<file path="src/hdl/cal_pkg.sv">
// Calibration path shared definitions
// Sample, gain and calibration types, sample stream and AXI4-Lite
// request/response structs, plus the register map of the decoder
`default_nettype none

package cal_pkg;

  ////////////////////////////////////////////////////
  // Channel and data widths
  ////////////////////////////////////////////////////

  localparam int unsigned NCH    = 2;
  localparam int unsigned SMP_W  = 14;
  localparam int unsigned GAIN_W = 16;
  localparam int unsigned AXI_AW = 8;
  localparam int unsigned AXI_DW = 32;

  typedef logic signed [SMP_W-1:0]  sample_t;
  typedef logic signed [GAIN_W-1:0] gain_t;

  // One channel of linear calibration
  typedef struct packed {
    gain_t   gain;
    sample_t offset;
  } cal_cfg_t;

  // Free running sample stream, no ready
  typedef struct packed {
    logic    valid;
    sample_t data;
  } smp_stream_t;

  ////////////////////////////////////////////////////
  // AXI4-Lite
  ////////////////////////////////////////////////////

  // Master driven side
  typedef struct packed {
    logic              awvalid;
    logic [AXI_AW-1:0] awaddr;
    logic              wvalid;
    logic [AXI_DW-1:0] wdata;
    logic              bready;
    logic              arvalid;
    logic [AXI_AW-1:0] araddr;
    logic              rready;
  } axil_req_t;

  // Slave driven side
  typedef struct packed {
    logic              awready;
    logic              wready;
    logic              bvalid;
    logic [1:0]        bresp;
    logic              arready;
    logic              rvalid;
    logic [AXI_DW-1:0] rdata;
    logic [1:0]        rresp;
  } axil_rsp_t;

  localparam logic [1:0] RESP_OKAY   = 2'd0;
  localparam logic [1:0] RESP_SLVERR = 2'd2;

  // Register map, per channel gain at +8*ch, offset at +8*ch+4
  localparam logic [AXI_AW-1:0] REG_LOOP    = 8'h00;
  localparam logic [AXI_AW-1:0] REG_ADC_CAL = 8'h10;
  localparam logic [AXI_AW-1:0] REG_DAC_CAL = 8'h20;

  // Unity gain for 13 fractional bits
  localparam gain_t GAIN_RESET = 16'h2000;

endpackage : cal_pkg

`default_nettype wire

</file>
<file path="src/hdl/cal_reg_decode.sv">
// AXI4-Lite register slave for the calibration path
// Holds ADC and DAC gain/offset per channel and the loopback selects,
// single outstanding write and read, SLVERR on unmapped addresses
`timescale 1ns/1ps
`default_nettype none

module cal_reg_decode
  import cal_pkg::*;
(
  input  logic                 adc_clk,
  input  logic                 top_rst,
  input  axil_req_t            axil_req_i,
  output axil_rsp_t            axil_rsp_o,
  output cal_cfg_t [NCH-1:0]   adc_cfg_o,
  output cal_cfg_t [NCH-1:0]   dac_cfg_o,
  output logic     [NCH-1:0]   loop_o
);

  // Handshake state
  logic              awready_q;
  logic              bvalid_q;
  logic [1:0]        bresp_q;
  logic              arready_q;
  logic              rvalid_q;
  logic [AXI_DW-1:0] rdata_q;
  logic [1:0]        rresp_q;

  // Configuration registers
  cal_cfg_t [NCH-1:0] adc_cfg_q;
  cal_cfg_t [NCH-1:0] dac_cfg_q;
  logic     [NCH-1:0] loop_q;

  logic              wr_hs;
  logic              rd_hs;
  logic              wr_hit;
  logic              rd_hit;
  logic [AXI_DW-1:0] rd_data;

  // Gain register address of one channel, offset sits 4 above
  function automatic logic [AXI_AW-1:0] gain_addr(input logic [AXI_AW-1:0] base,
                                                   input int ch);
    return base + AXI_AW'(8 * ch);
  endfunction

  assign wr_hs = awready_q & axil_req_i.awvalid & axil_req_i.wvalid;
  assign rd_hs = arready_q & axil_req_i.arvalid;

  ////////////////////////////////////////////////////
  // Address decode
  ////////////////////////////////////////////////////

  always_comb begin
    wr_hit  = (axil_req_i.awaddr == REG_LOOP);
    rd_hit  = (axil_req_i.araddr == REG_LOOP);
    rd_data = '0;
    if (axil_req_i.araddr == REG_LOOP) rd_data[NCH-1:0] = loop_q;
    for (int ch = 0; ch < NCH; ch++) begin
      // Writes
      if (axil_req_i.awaddr == gain_addr(REG_ADC_CAL, ch) ||
          axil_req_i.awaddr == gain_addr(REG_ADC_CAL, ch) + 8'd4 ||
          axil_req_i.awaddr == gain_addr(REG_DAC_CAL, ch) ||
          axil_req_i.awaddr == gain_addr(REG_DAC_CAL, ch) + 8'd4) begin
        wr_hit = 1'b1;
      end
      // Reads, sign extended to bus width
      if (axil_req_i.araddr == gain_addr(REG_ADC_CAL, ch)) begin
        rd_hit  = 1'b1;
        rd_data = {{(AXI_DW-GAIN_W){adc_cfg_q[ch].gain[GAIN_W-1]}}, adc_cfg_q[ch].gain};
      end
      if (axil_req_i.araddr == gain_addr(REG_ADC_CAL, ch) + 8'd4) begin
        rd_hit  = 1'b1;
        rd_data = {{(AXI_DW-SMP_W){adc_cfg_q[ch].offset[SMP_W-1]}}, adc_cfg_q[ch].offset};
      end
      if (axil_req_i.araddr == gain_addr(REG_DAC_CAL, ch)) begin
        rd_hit  = 1'b1;
        rd_data = {{(AXI_DW-GAIN_W){dac_cfg_q[ch].gain[GAIN_W-1]}}, dac_cfg_q[ch].gain};
      end
      if (axil_req_i.araddr == gain_addr(REG_DAC_CAL, ch) + 8'd4) begin
        rd_hit  = 1'b1;
        rd_data = {{(AXI_DW-SMP_W){dac_cfg_q[ch].offset[SMP_W-1]}}, dac_cfg_q[ch].offset};
      end
    end
  end

  ////////////////////////////////////////////////////
  // Write channel and registers
  ////////////////////////////////////////////////////

  always_ff @(posedge adc_clk, posedge top_rst) begin
    if (top_rst) begin
      awready_q <= 1'b0;
      bvalid_q  <= 1'b0;
      bresp_q   <= RESP_OKAY;
      loop_q    <= '0;
      for (int ch = 0; ch < NCH; ch++) begin
        adc_cfg_q[ch] <= '{gain: GAIN_RESET, offset: '0};
        dac_cfg_q[ch] <= '{gain: GAIN_RESET, offset: '0};
      end
    end else begin
      // One cycle pulse, address and data together
      awready_q <= axil_req_i.awvalid & axil_req_i.wvalid & ~bvalid_q & ~awready_q;
      if (wr_hs) begin
        bvalid_q <= 1'b1;
        bresp_q  <= wr_hit ? RESP_OKAY : RESP_SLVERR;
        if (axil_req_i.awaddr == REG_LOOP) loop_q <= axil_req_i.wdata[NCH-1:0];
        for (int ch = 0; ch < NCH; ch++) begin
          if (axil_req_i.awaddr == gain_addr(REG_ADC_CAL, ch))
            adc_cfg_q[ch].gain <= gain_t'(axil_req_i.wdata[GAIN_W-1:0]);
          if (axil_req_i.awaddr == gain_addr(REG_ADC_CAL, ch) + 8'd4)
            adc_cfg_q[ch].offset <= sample_t'(axil_req_i.wdata[SMP_W-1:0]);
          if (axil_req_i.awaddr == gain_addr(REG_DAC_CAL, ch))
            dac_cfg_q[ch].gain <= gain_t'(axil_req_i.wdata[GAIN_W-1:0]);
          if (axil_req_i.awaddr == gain_addr(REG_DAC_CAL, ch) + 8'd4)
            dac_cfg_q[ch].offset <= sample_t'(axil_req_i.wdata[SMP_W-1:0]);
        end
      end else if (bvalid_q && axil_req_i.bready) begin
        bvalid_q <= 1'b0;
      end
    end
  end

  ////////////////////////////////////////////////////
  // Read channel
  ////////////////////////////////////////////////////

  always_ff @(posedge adc_clk, posedge top_rst) begin
    if (top_rst) begin
      arready_q <= 1'b0;
      rvalid_q  <= 1'b0;
      rdata_q   <= '0;
      rresp_q   <= RESP_OKAY;
    end else begin
      arready_q <= axil_req_i.arvalid & ~rvalid_q & ~arready_q;
      if (rd_hs) begin
        rvalid_q <= 1'b1;
        rdata_q  <= rd_data;
        rresp_q  <= rd_hit ? RESP_OKAY : RESP_SLVERR;
      end else if (rvalid_q && axil_req_i.rready) begin
        rvalid_q <= 1'b0;
      end
    end
  end

  always_comb begin
    axil_rsp_o.awready = awready_q;
    axil_rsp_o.wready  = awready_q;
    axil_rsp_o.bvalid  = bvalid_q;
    axil_rsp_o.bresp   = bresp_q;
    axil_rsp_o.arready = arready_q;
    axil_rsp_o.rvalid  = rvalid_q;
    axil_rsp_o.rdata   = rdata_q;
    axil_rsp_o.rresp   = rresp_q;
  end

  assign adc_cfg_o = adc_cfg_q;
  assign dac_cfg_o = dac_cfg_q;
  assign loop_o    = loop_q;

  // Responses wait for the master
  a_bvalid_hold : assert property (@(posedge adc_clk) disable iff (top_rst)
    bvalid_q && !axil_req_i.bready |=> bvalid_q);
  a_rdata_stable : assert property (@(posedge adc_clk) disable iff (top_rst)
    rvalid_q && !axil_req_i.rready |=> rvalid_q && $stable(rdata_q));

endmodule : cal_reg_decode

`default_nettype wire

</file>
<file path="src/hdl/adc_front.sv">
// ADC front end
// Registers raw inverted offset-binary codes, turns them into signed
// samples and selects the DAC loopback stream per channel
`timescale 1ns/1ps
`default_nettype none

module adc_front
  import cal_pkg::*;
(
  input  logic                          adc_clk,
  input  logic                          top_rst,
  input  logic        [NCH-1:0][SMP_W-1:0] adc_dat_i,
  input  logic        [NCH-1:0]         loop_i,
  input  smp_stream_t [NCH-1:0]         dac_cal_i,
  output smp_stream_t [NCH-1:0]         smp_o
);

  sample_t [NCH-1:0] smp_q;
  logic              vld_q;

  // Input register, MSB kept and the rest inverted
  always_ff @(posedge adc_clk) begin
    for (int ch = 0; ch < NCH; ch++) begin
      smp_q[ch] <= {adc_dat_i[ch][SMP_W-1], ~adc_dat_i[ch][SMP_W-2:0]};
    end
  end

  // Valid from the first cycle out of reset
  always_ff @(posedge adc_clk, posedge top_rst) begin
    if (top_rst) vld_q <= 1'b0;
    else         vld_q <= 1'b1;
  end

  // Digital loopback multiplexer
  always_comb begin
    for (int ch = 0; ch < NCH; ch++) begin
      smp_o[ch] = loop_i[ch] ? dac_cal_i[ch] : '{valid: vld_q, data: smp_q[ch]};
    end
  end

endmodule : adc_front

`default_nettype wire

</file>
<file path="src/hdl/cal_linear.sv">
// Linear calibration of one sample stream
// Stage one multiplies by the gain, stage two scales back by FRAC_W,
// adds the offset and saturates to the sample range
`timescale 1ns/1ps
`default_nettype none

module cal_linear
  import cal_pkg::*;
#(
  parameter int unsigned FRAC_W = 13
)(
  input  logic        adc_clk,
  input  logic        top_rst,
  input  cal_cfg_t    cfg_i,
  input  smp_stream_t smp_i,
  output smp_stream_t smp_o
);

  localparam int unsigned PROD_W  = SMP_W + GAIN_W;
  localparam int signed   SMP_MAX = 2 ** (SMP_W - 1) - 1;
  localparam int signed   SMP_MIN = -(2 ** (SMP_W - 1));

  logic signed [PROD_W-1:0] prod_q;
  logic signed [PROD_W:0]   sum;
  sample_t                  sat;
  logic                     vld1_q;
  logic                     vld2_q;
  sample_t                  dat2_q;

  // Stage one, full width product
  always_ff @(posedge adc_clk) begin
    prod_q <= smp_i.data * cfg_i.gain;
  end

  // Floor shift plus offset, one spare bit for the sum
  always_comb begin
    sum = ((PROD_W + 1)'(prod_q) >>> FRAC_W) + (PROD_W + 1)'(cfg_i.offset);
    if (sum > SMP_MAX)      sat = sample_t'(SMP_MAX);
    else if (sum < SMP_MIN) sat = sample_t'(SMP_MIN);
    else                    sat = sample_t'(sum);
  end

  // Stage two
  always_ff @(posedge adc_clk) begin
    dat2_q <= sat;
  end

  // Valid follows the data
  always_ff @(posedge adc_clk, posedge top_rst) begin
    if (top_rst) begin
      vld1_q <= 1'b0;
      vld2_q <= 1'b0;
    end else begin
      vld1_q <= smp_i.valid;
      vld2_q <= vld1_q;
    end
  end

  assign smp_o = '{valid: vld2_q, data: dat2_q};

  a_two_cycles : assert property (@(posedge adc_clk) disable iff (top_rst)
    !$past(top_rst, 1) && !$past(top_rst, 2) |-> smp_o.valid == $past(smp_i.valid, 2));

endmodule : cal_linear

`default_nettype wire

</file>
<file path="src/hdl/dac_back.sv">
// DAC back end
// Keeps the latest calibrated sample per channel in inverted offset
// binary and interleaves both onto one bus with a toggling select
`timescale 1ns/1ps
`default_nettype none

module dac_back
  import cal_pkg::*;
(
  input  logic                  adc_clk,
  input  logic                  top_rst,
  input  smp_stream_t [NCH-1:0] dac_cal_i,
  output logic        [SMP_W-1:0] dac_dat_o,
  output logic                  dac_sel_o
);

  logic [NCH-1:0][SMP_W-1:0] hold_q;
  logic [SMP_W-1:0]          dat_q;
  logic                      sel_q;

  // Hold last valid sample, already formatted
  always_ff @(posedge adc_clk, posedge top_rst) begin
    if (top_rst) begin
      hold_q <= '0;
    end else begin
      for (int ch = 0; ch < NCH; ch++) begin
        if (dac_cal_i[ch].valid)
          hold_q[ch] <= {dac_cal_i[ch].data[SMP_W-1], ~dac_cal_i[ch].data[SMP_W-2:0]};
      end
    end
  end

  ////////////////////////////////////////////////////
  // Interleave, ch0 with select high
  ////////////////////////////////////////////////////

  always_ff @(posedge adc_clk, posedge top_rst) begin
    if (top_rst) begin
      sel_q <= 1'b0;
      dat_q <= '0;
    end else begin
      sel_q <= ~sel_q;
      // Next select is ~sel_q
      dat_q <= sel_q ? hold_q[1] : hold_q[0];
    end
  end

  assign dac_dat_o = dat_q;
  assign dac_sel_o = sel_q;

  a_sel_toggle : assert property (@(posedge adc_clk) disable iff (top_rst)
    !$past(top_rst) |-> dac_sel_o != $past(dac_sel_o));

endmodule : dac_back

`default_nettype wire

</file>
<file path="src/hdl/cal_top.sv">
// Analog conditioning path top level
// AXI4-Lite register decoder, ADC front end, ADC and DAC linear
// calibration per channel and the interleaved DAC back end
`timescale 1ns/1ps
`default_nettype none

module cal_top
  import cal_pkg::*;
#(
  parameter int unsigned FRAC_W = 13
)(
  input  logic                             adc_clk,
  input  logic                             top_rst,
  // Register bus
  input  axil_req_t                        s_axil_req_i,
  output axil_rsp_t                        s_axil_rsp_o,
  // ADC and generator streams
  input  logic        [NCH-1:0][SMP_W-1:0] adc_dat_i,
  input  smp_stream_t [NCH-1:0]            gen_i,
  output smp_stream_t [NCH-1:0]            osc_o,
  // DAC pins
  output logic        [SMP_W-1:0]          dac_dat_o,
  output logic                             dac_sel_o
);

  cal_cfg_t    [NCH-1:0] adc_cfg;
  cal_cfg_t    [NCH-1:0] dac_cfg;
  logic        [NCH-1:0] loop;
  smp_stream_t [NCH-1:0] adc_smp;
  // Calibrated generator, goes to loopback and DAC
  smp_stream_t [NCH-1:0] dac_cal;

  ////////////////////////////////////////////////////
  // Registers
  ////////////////////////////////////////////////////

  cal_reg_decode u_regs (
    .adc_clk    (adc_clk),
    .top_rst    (top_rst),
    .axil_req_i (s_axil_req_i),
    .axil_rsp_o (s_axil_rsp_o),
    .adc_cfg_o  (adc_cfg),
    .dac_cfg_o  (dac_cfg),
    .loop_o     (loop)
  );

  ////////////////////////////////////////////////////
  // Acquisition and generation
  ////////////////////////////////////////////////////

  adc_front u_adc (
    .adc_clk   (adc_clk),
    .top_rst   (top_rst),
    .adc_dat_i (adc_dat_i),
    .loop_i    (loop),
    .dac_cal_i (dac_cal),
    .smp_o     (adc_smp)
  );

  for (genvar ch = 0; ch < NCH; ch++) begin : g_ch
    cal_linear #(.FRAC_W (FRAC_W)) u_adc_cal (
      .adc_clk (adc_clk),
      .top_rst (top_rst),
      .cfg_i   (adc_cfg[ch]),
      .smp_i   (adc_smp[ch]),
      .smp_o   (osc_o[ch])
    );
    cal_linear #(.FRAC_W (FRAC_W)) u_dac_cal (
      .adc_clk (adc_clk),
      .top_rst (top_rst),
      .cfg_i   (dac_cfg[ch]),
      .smp_i   (gen_i[ch]),
      .smp_o   (dac_cal[ch])
    );
  end : g_ch

  dac_back u_dac (
    .adc_clk   (adc_clk),
    .top_rst   (top_rst),
    .dac_cal_i (dac_cal),
    .dac_dat_o (dac_dat_o),
    .dac_sel_o (dac_sel_o)
  );

endmodule : cal_top

`default_nettype wire

</file>
<file path="config.mk">
export PLATFORM = sky130hd
export DESIGN_NAME = cal_top
export DESIGN_NICKNAME = d
export VERILOG_FILES = /design/src/hdl/cal_pkg.sv /design/src/hdl/cal_reg_decode.sv /design/src/hdl/adc_front.sv /design/src/hdl/cal_linear.sv /design/src/hdl/dac_back.sv /design/src/hdl/cal_top.sv
export SDC_FILE = /design/constraint.sdc
export NUM_CORES = 2
export LEC_CHECK = 0
export BUFFER_PORTS_ARGS = -buffer_cell sky130_fd_sc_hd__buf_2
export CAP_MARGIN = 20
export CORE_MARGIN = 1.5
export CORE_UTILIZATION = 45
export DETAILED_ROUTE_END_ITERATION = 12
export GPL_TIMING_DRIVEN = 0
export SLEW_MARGIN = 30
export SYNTH_ARGS = -nofsm -noshare
export SYNTH_HDL_FRONTEND = slang
export SYNTH_SLANG_ARGS = --single-unit
export TNS_END_PERCENT = 20
</file>
<file path="constraint.sdc">
create_clock -name adc_clk -period 7.3 [get_ports adc_clk]
set_input_delay 0.73 -clock adc_clk [delete_from_list [all_inputs] [get_ports adc_clk]]
set_output_delay 0.73 -clock adc_clk [all_outputs]
set_load 0.05 [all_outputs]
</file>
==> metrics.csv <==
stage;metric;value;unit
status;status;finished, final reports clean;
sta;final worst slack;0.319;ns
sta;Peak Freq;0.143;GHz
global_routing;gr ovfl total;0;
synth;Post-synth top cells;inv_1 (1025), fa_1 (876), nand2_1 (504);
sta;Slew @ Worst Pin;0.920;ns
critical_path;setup slack, reg-to-reg;0.32;ns
final_layout;Fillers;9868;
die;Initial Util;0.454;
global_routing;vias in the first global route;34756;
sta;WHS;0.149;ns
clock_network;later-pin clock latency in the skew report;0.60;ns
sta;Tmin final;6.98;ns
die;IO Count;199;
die;Die ar.;106000;sq um
global_routing;pin count of the biggest net entering global routing;89;
synth;Mapped Cells;4820;
clock_network;Inserted Clock Buffers;42;
power_and_ir_drop;worst vdd ir;172;uV
sta;post-route clock skew;0.0203;ns
global_routing;antenna violations before repair;19;
detailed_routing;DRC;0;
min_path;Hold WC Path Type;in -> async;
placed_design;half-perimeter wire length after placement;109000;um
synth;ys async rst share;0.563;
final_layout;fin util;0.496;
critical_path;crit start category;flop;
job;Max Cap Viol;0;
power_and_ir_drop;share of total power in sequential cells;0.399;
detailed_routing;post-route antenna net violation count;0;
detailed_routing;Vias;33148;
clock_network;CTS tree;done;
sta;fin crit share;0.956;
detailed_routing;vias per cell;5.13;
critical_path;data arrival time of the worst path;7.45;ns
synth;count of cell types in the netlist;80;
clock_network;maximum buffer depth of the clock tree;3;
synth;Yosys reg bits;348;
critical_path;CP max FO;10;
power_and_ir_drop;combinational share of power;0.199;
critical_path;Worst Setup End Kind;flop;
synth;EDFF count, synth;0;
critical_path;Crit Path Category;reg -> reg;
die;CORE AREA;104000;sq um
clock_network;Worst-path clk slew;0.06;ns
power_and_ir_drop;pwr/cell area;103;nW/um^2
clock_network;root buffer cell;clkbuf_16;
synth;top area cells in the synthesized netlist;fa_1 (37%), dfrtp_1 (10%), ha_1 (9.0%), inv_1 (8.2%), dfxtp_1 (6.5%);
critical_path;worst path required time;7.77;ns
die;die width;326;um
power_and_ir_drop;clock share of power;0.403;
final_layout;Synth-to-Final Area Change;9.26;%
global_routing;Global Route Usage Sum;0.251;
critical_path;max incr delay on CP;0.56;ns
critical_path;cell mode on critical path;fa_1;
die;# rows;118;
detailed_routing;iteration count of the initial detailed-routing pass;7;
synth;register area share after synthesis;0.169;
clock_network;H-Tree Depth;2;
synth;total of warnings raised by yosys;0;
power_and_ir_drop;Final Total Pwr;5.30;mW
synth;cell taking the most area after synthesis;fa_1;
sta;Final Hold Viols;0;
clock_network;clk sinks;348;
synth;cell with the most instances after synthesis;inv_1;
global_routing;first-pass GRT wire length;203000;um
power_and_ir_drop;Sw Share;0.319;
synth;Synth Cell Area;47000;sq um
detailed_routing;wire per inst;20.1;um
sta;max-slew violations;0;
final_layout;share of cells above drive strength 1;0.102;
placed_design;pre-CTS setup slack;-1.02;ns
die;Die H;326;um
final_layout;nets;6375;
sta;# setup viols final;0;
sta;Slew headroom;0.380;
synth;Avg Inst Size Synth;9.76;sq um
placed_design;Final GP Congestion;0.964;
detailed_routing;1st-iter DRT viols;2265;
placed_design;PortBufs;180;
critical_path;Cell Chain, Critical Path;buf_4 -> buf_6 -> mux2_2 -> buf_2 -> nand2_1 -> fa_1 -> fa_1 -> fa_1 -> inv_1 -> fa_1 -> fa_1 -> fa_1 -> ha_1 -> o21ai_0 -> or3_1 -> o22ai_4 -> a21oi_4 -> nor2b_2 -> and4_1 -> o21a_1 -> mux2i_1 -> nand2_1;
critical_path;slowest library cell on the worst path;fa_1;
power_and_ir_drop;Net Switching;1.69;mW
synth;Top FF cell, synth;dfrtp_1;
clock_network;cts hold-fix bufs;0;
power_and_ir_drop;Internal;3.61;mW
synth;post-synth top area share;0.373;
power_and_ir_drop;Leak Pwr;26.1;nW
detailed_routing;Routed WL;130000;um
## per-layer routing
layer	vias up	share of wire	GRT usage
li1	15131	-	-
met1	16874	0.42	0.334
met2	894	0.47	0.412
met3	225	0.072	0.0533
met4	24	0.034	0.0766
met5	-	0.0010	0
## stage by stage
step	setup TNS (ns)	instance area (sq um)	std cells
after floorplan	0	47000	4821
after global placement	-288.96	49700	6381
after detailed placement	-14.23	49700	6383
after CTS	0	51300	6456
after global routing	-0.00104	51400	6460
final	0	51400	6462
## flip-flops by register name, summed over array words and instances, names as in the netlist, 28 cells and up
name,flops
u_regs.dac_cfg_o,60
u_dac.hold_q,28
u_regs.adc_cfg_o,60
g_ch.u_adc_cal.dat2_q,28
g_ch.u_dac_cal.prod_q,34
u_adc.smp_q,28
g_ch.u_dac_cal.dat2_q,28
g_ch.u_adc_cal.prod_q,34
## final cells by class
class,instances,area (sq um),share of cell area
multi-input combinational,3259,34600,0.673
sequential,348,7950,0.155
inverter,1025,3850,0.0750
tap,1380,1730,0.0336
clock buffer,57,1200,0.0233
timing repair buffer,186,986,0.0192
buffer,184,860,0.0167
clock inverter,20,203,0.00394
antenna,3,7.51,0.000146
## worst max-delay path: cells and delay by family, from the launching register on
family	cells	cell delay (ns)
flip-flops	1	0.36
adder cells (fa/ha/maj)	7	3.25
multiplexers	2	0.62
buffers and inverters	4	0.77
AND/OR/NAND/NOR	5	1.12
AO/OA/AOI/OAI	4	0.75
## path summary, 6_finish.rpt
path | endpoint | cells past startpoint | startpoint
max in group asynchronous | u_regs.dac_cfg_o[57]$_DFFE_PP1P_ | 4 | top_rst
max | g_ch[1].u_adc_cal.prod_q[27]$_DFF_P_ | 22 | u_regs.loop_o[1]$_DFFE_PP0P_
min in group adc_clk | u_adc.smp_q[27]$_DFF_P_ | 1 | adc_dat_i[27]
min reg2reg | g_ch[0].u_dac_cal.vld2_q$_DFF_PP0_ | 0 | g_ch[0].u_dac_cal.vld1_q$_DFF_PP0_
max reg2reg | g_ch[1].u_adc_cal.prod_q[27]$_DFF_P_ | 22 | u_regs.loop_o[1]$_DFFE_PP0P_
min | u_dac.dac_dat_o[7]$_DFF_PP0_ | 2 | top_rst
## power by group through the flow
stage	logic, mW	registers (mW)	clock network, mW
after detailed placement	1.05	2.15	0
after global routing	1.16	2.12	2.25
final	1.05	2.11	2.13
after global placement	1.03	2.15	0
after CTS	1.05	2.11	2.18
after floorplan	0.583	2.23	0
## cell usage in the layout (no fill, tap or decap), drive strengths merged, types with 5 or more instances in the layout
cell type | synthesis | routed
clkinv | 0 | 8
ha | 340 | 340
fa | 876 | 876
a211oi | 19 | 19
dfrtp | 192 | 192
clkbuf | 153 | 199
o21a | 38 | 38
clkinvlp | 0 | 6
xnor2 | 113 | 113
buf | 36 | 228
mux2i | 51 | 51
nor3 | 31 | 31
nand3 | 26 | 26
inv | 1025 | 1029
a21oi | 89 | 89
or2 | 13 | 13
o31ai | 8 | 8
a22oi | 5 | 5
nand4 | 13 | 13
nand2b | 47 | 47
and3 | 10 | 10
o21bai | 10 | 10
mux2 | 148 | 148
a221oi | 17 | 17
o211ai | 14 | 14
nor2b | 167 | 167
and2 | 274 | 274
a21o | 47 | 47
or3 | 5 | 5
nor2 | 146 | 146
a31oi | 12 | 12
a211o | 6 | 6
and4 | 5 | 5
dfxtp | 152 | 152
nand2 | 504 | 504
o21ai | 120 | 120
a222oi | 12 | 12
xor2 | 37 | 37
## kinds of logic after synthesis
| kind of cell | count (synthesis) | synth area share |
|---|---|---|
| buffers and inverters | 1214 | 0.0993 |
| and+or+nand+nor | 1260 | 0.133 |
| adders and majority gates | 1216 | 0.463 |
| other | 2 | 0.000160 |
| xor gates and xnor gates | 150 | 0.0279 |
| AOI/OAI and AO/OA | 431 | 0.0612 |
| muxes | 199 | 0.0463 |
| DFF | 348 | 0.169 |
## what timing repair did
action	4_1_cts	5_1_grt
resized for setup	48	40
gates cloned	0	0
setup endpoints to repair	28	14
setup buffers	1	3
Note: power is estimated with default switching activity, not from simulation.
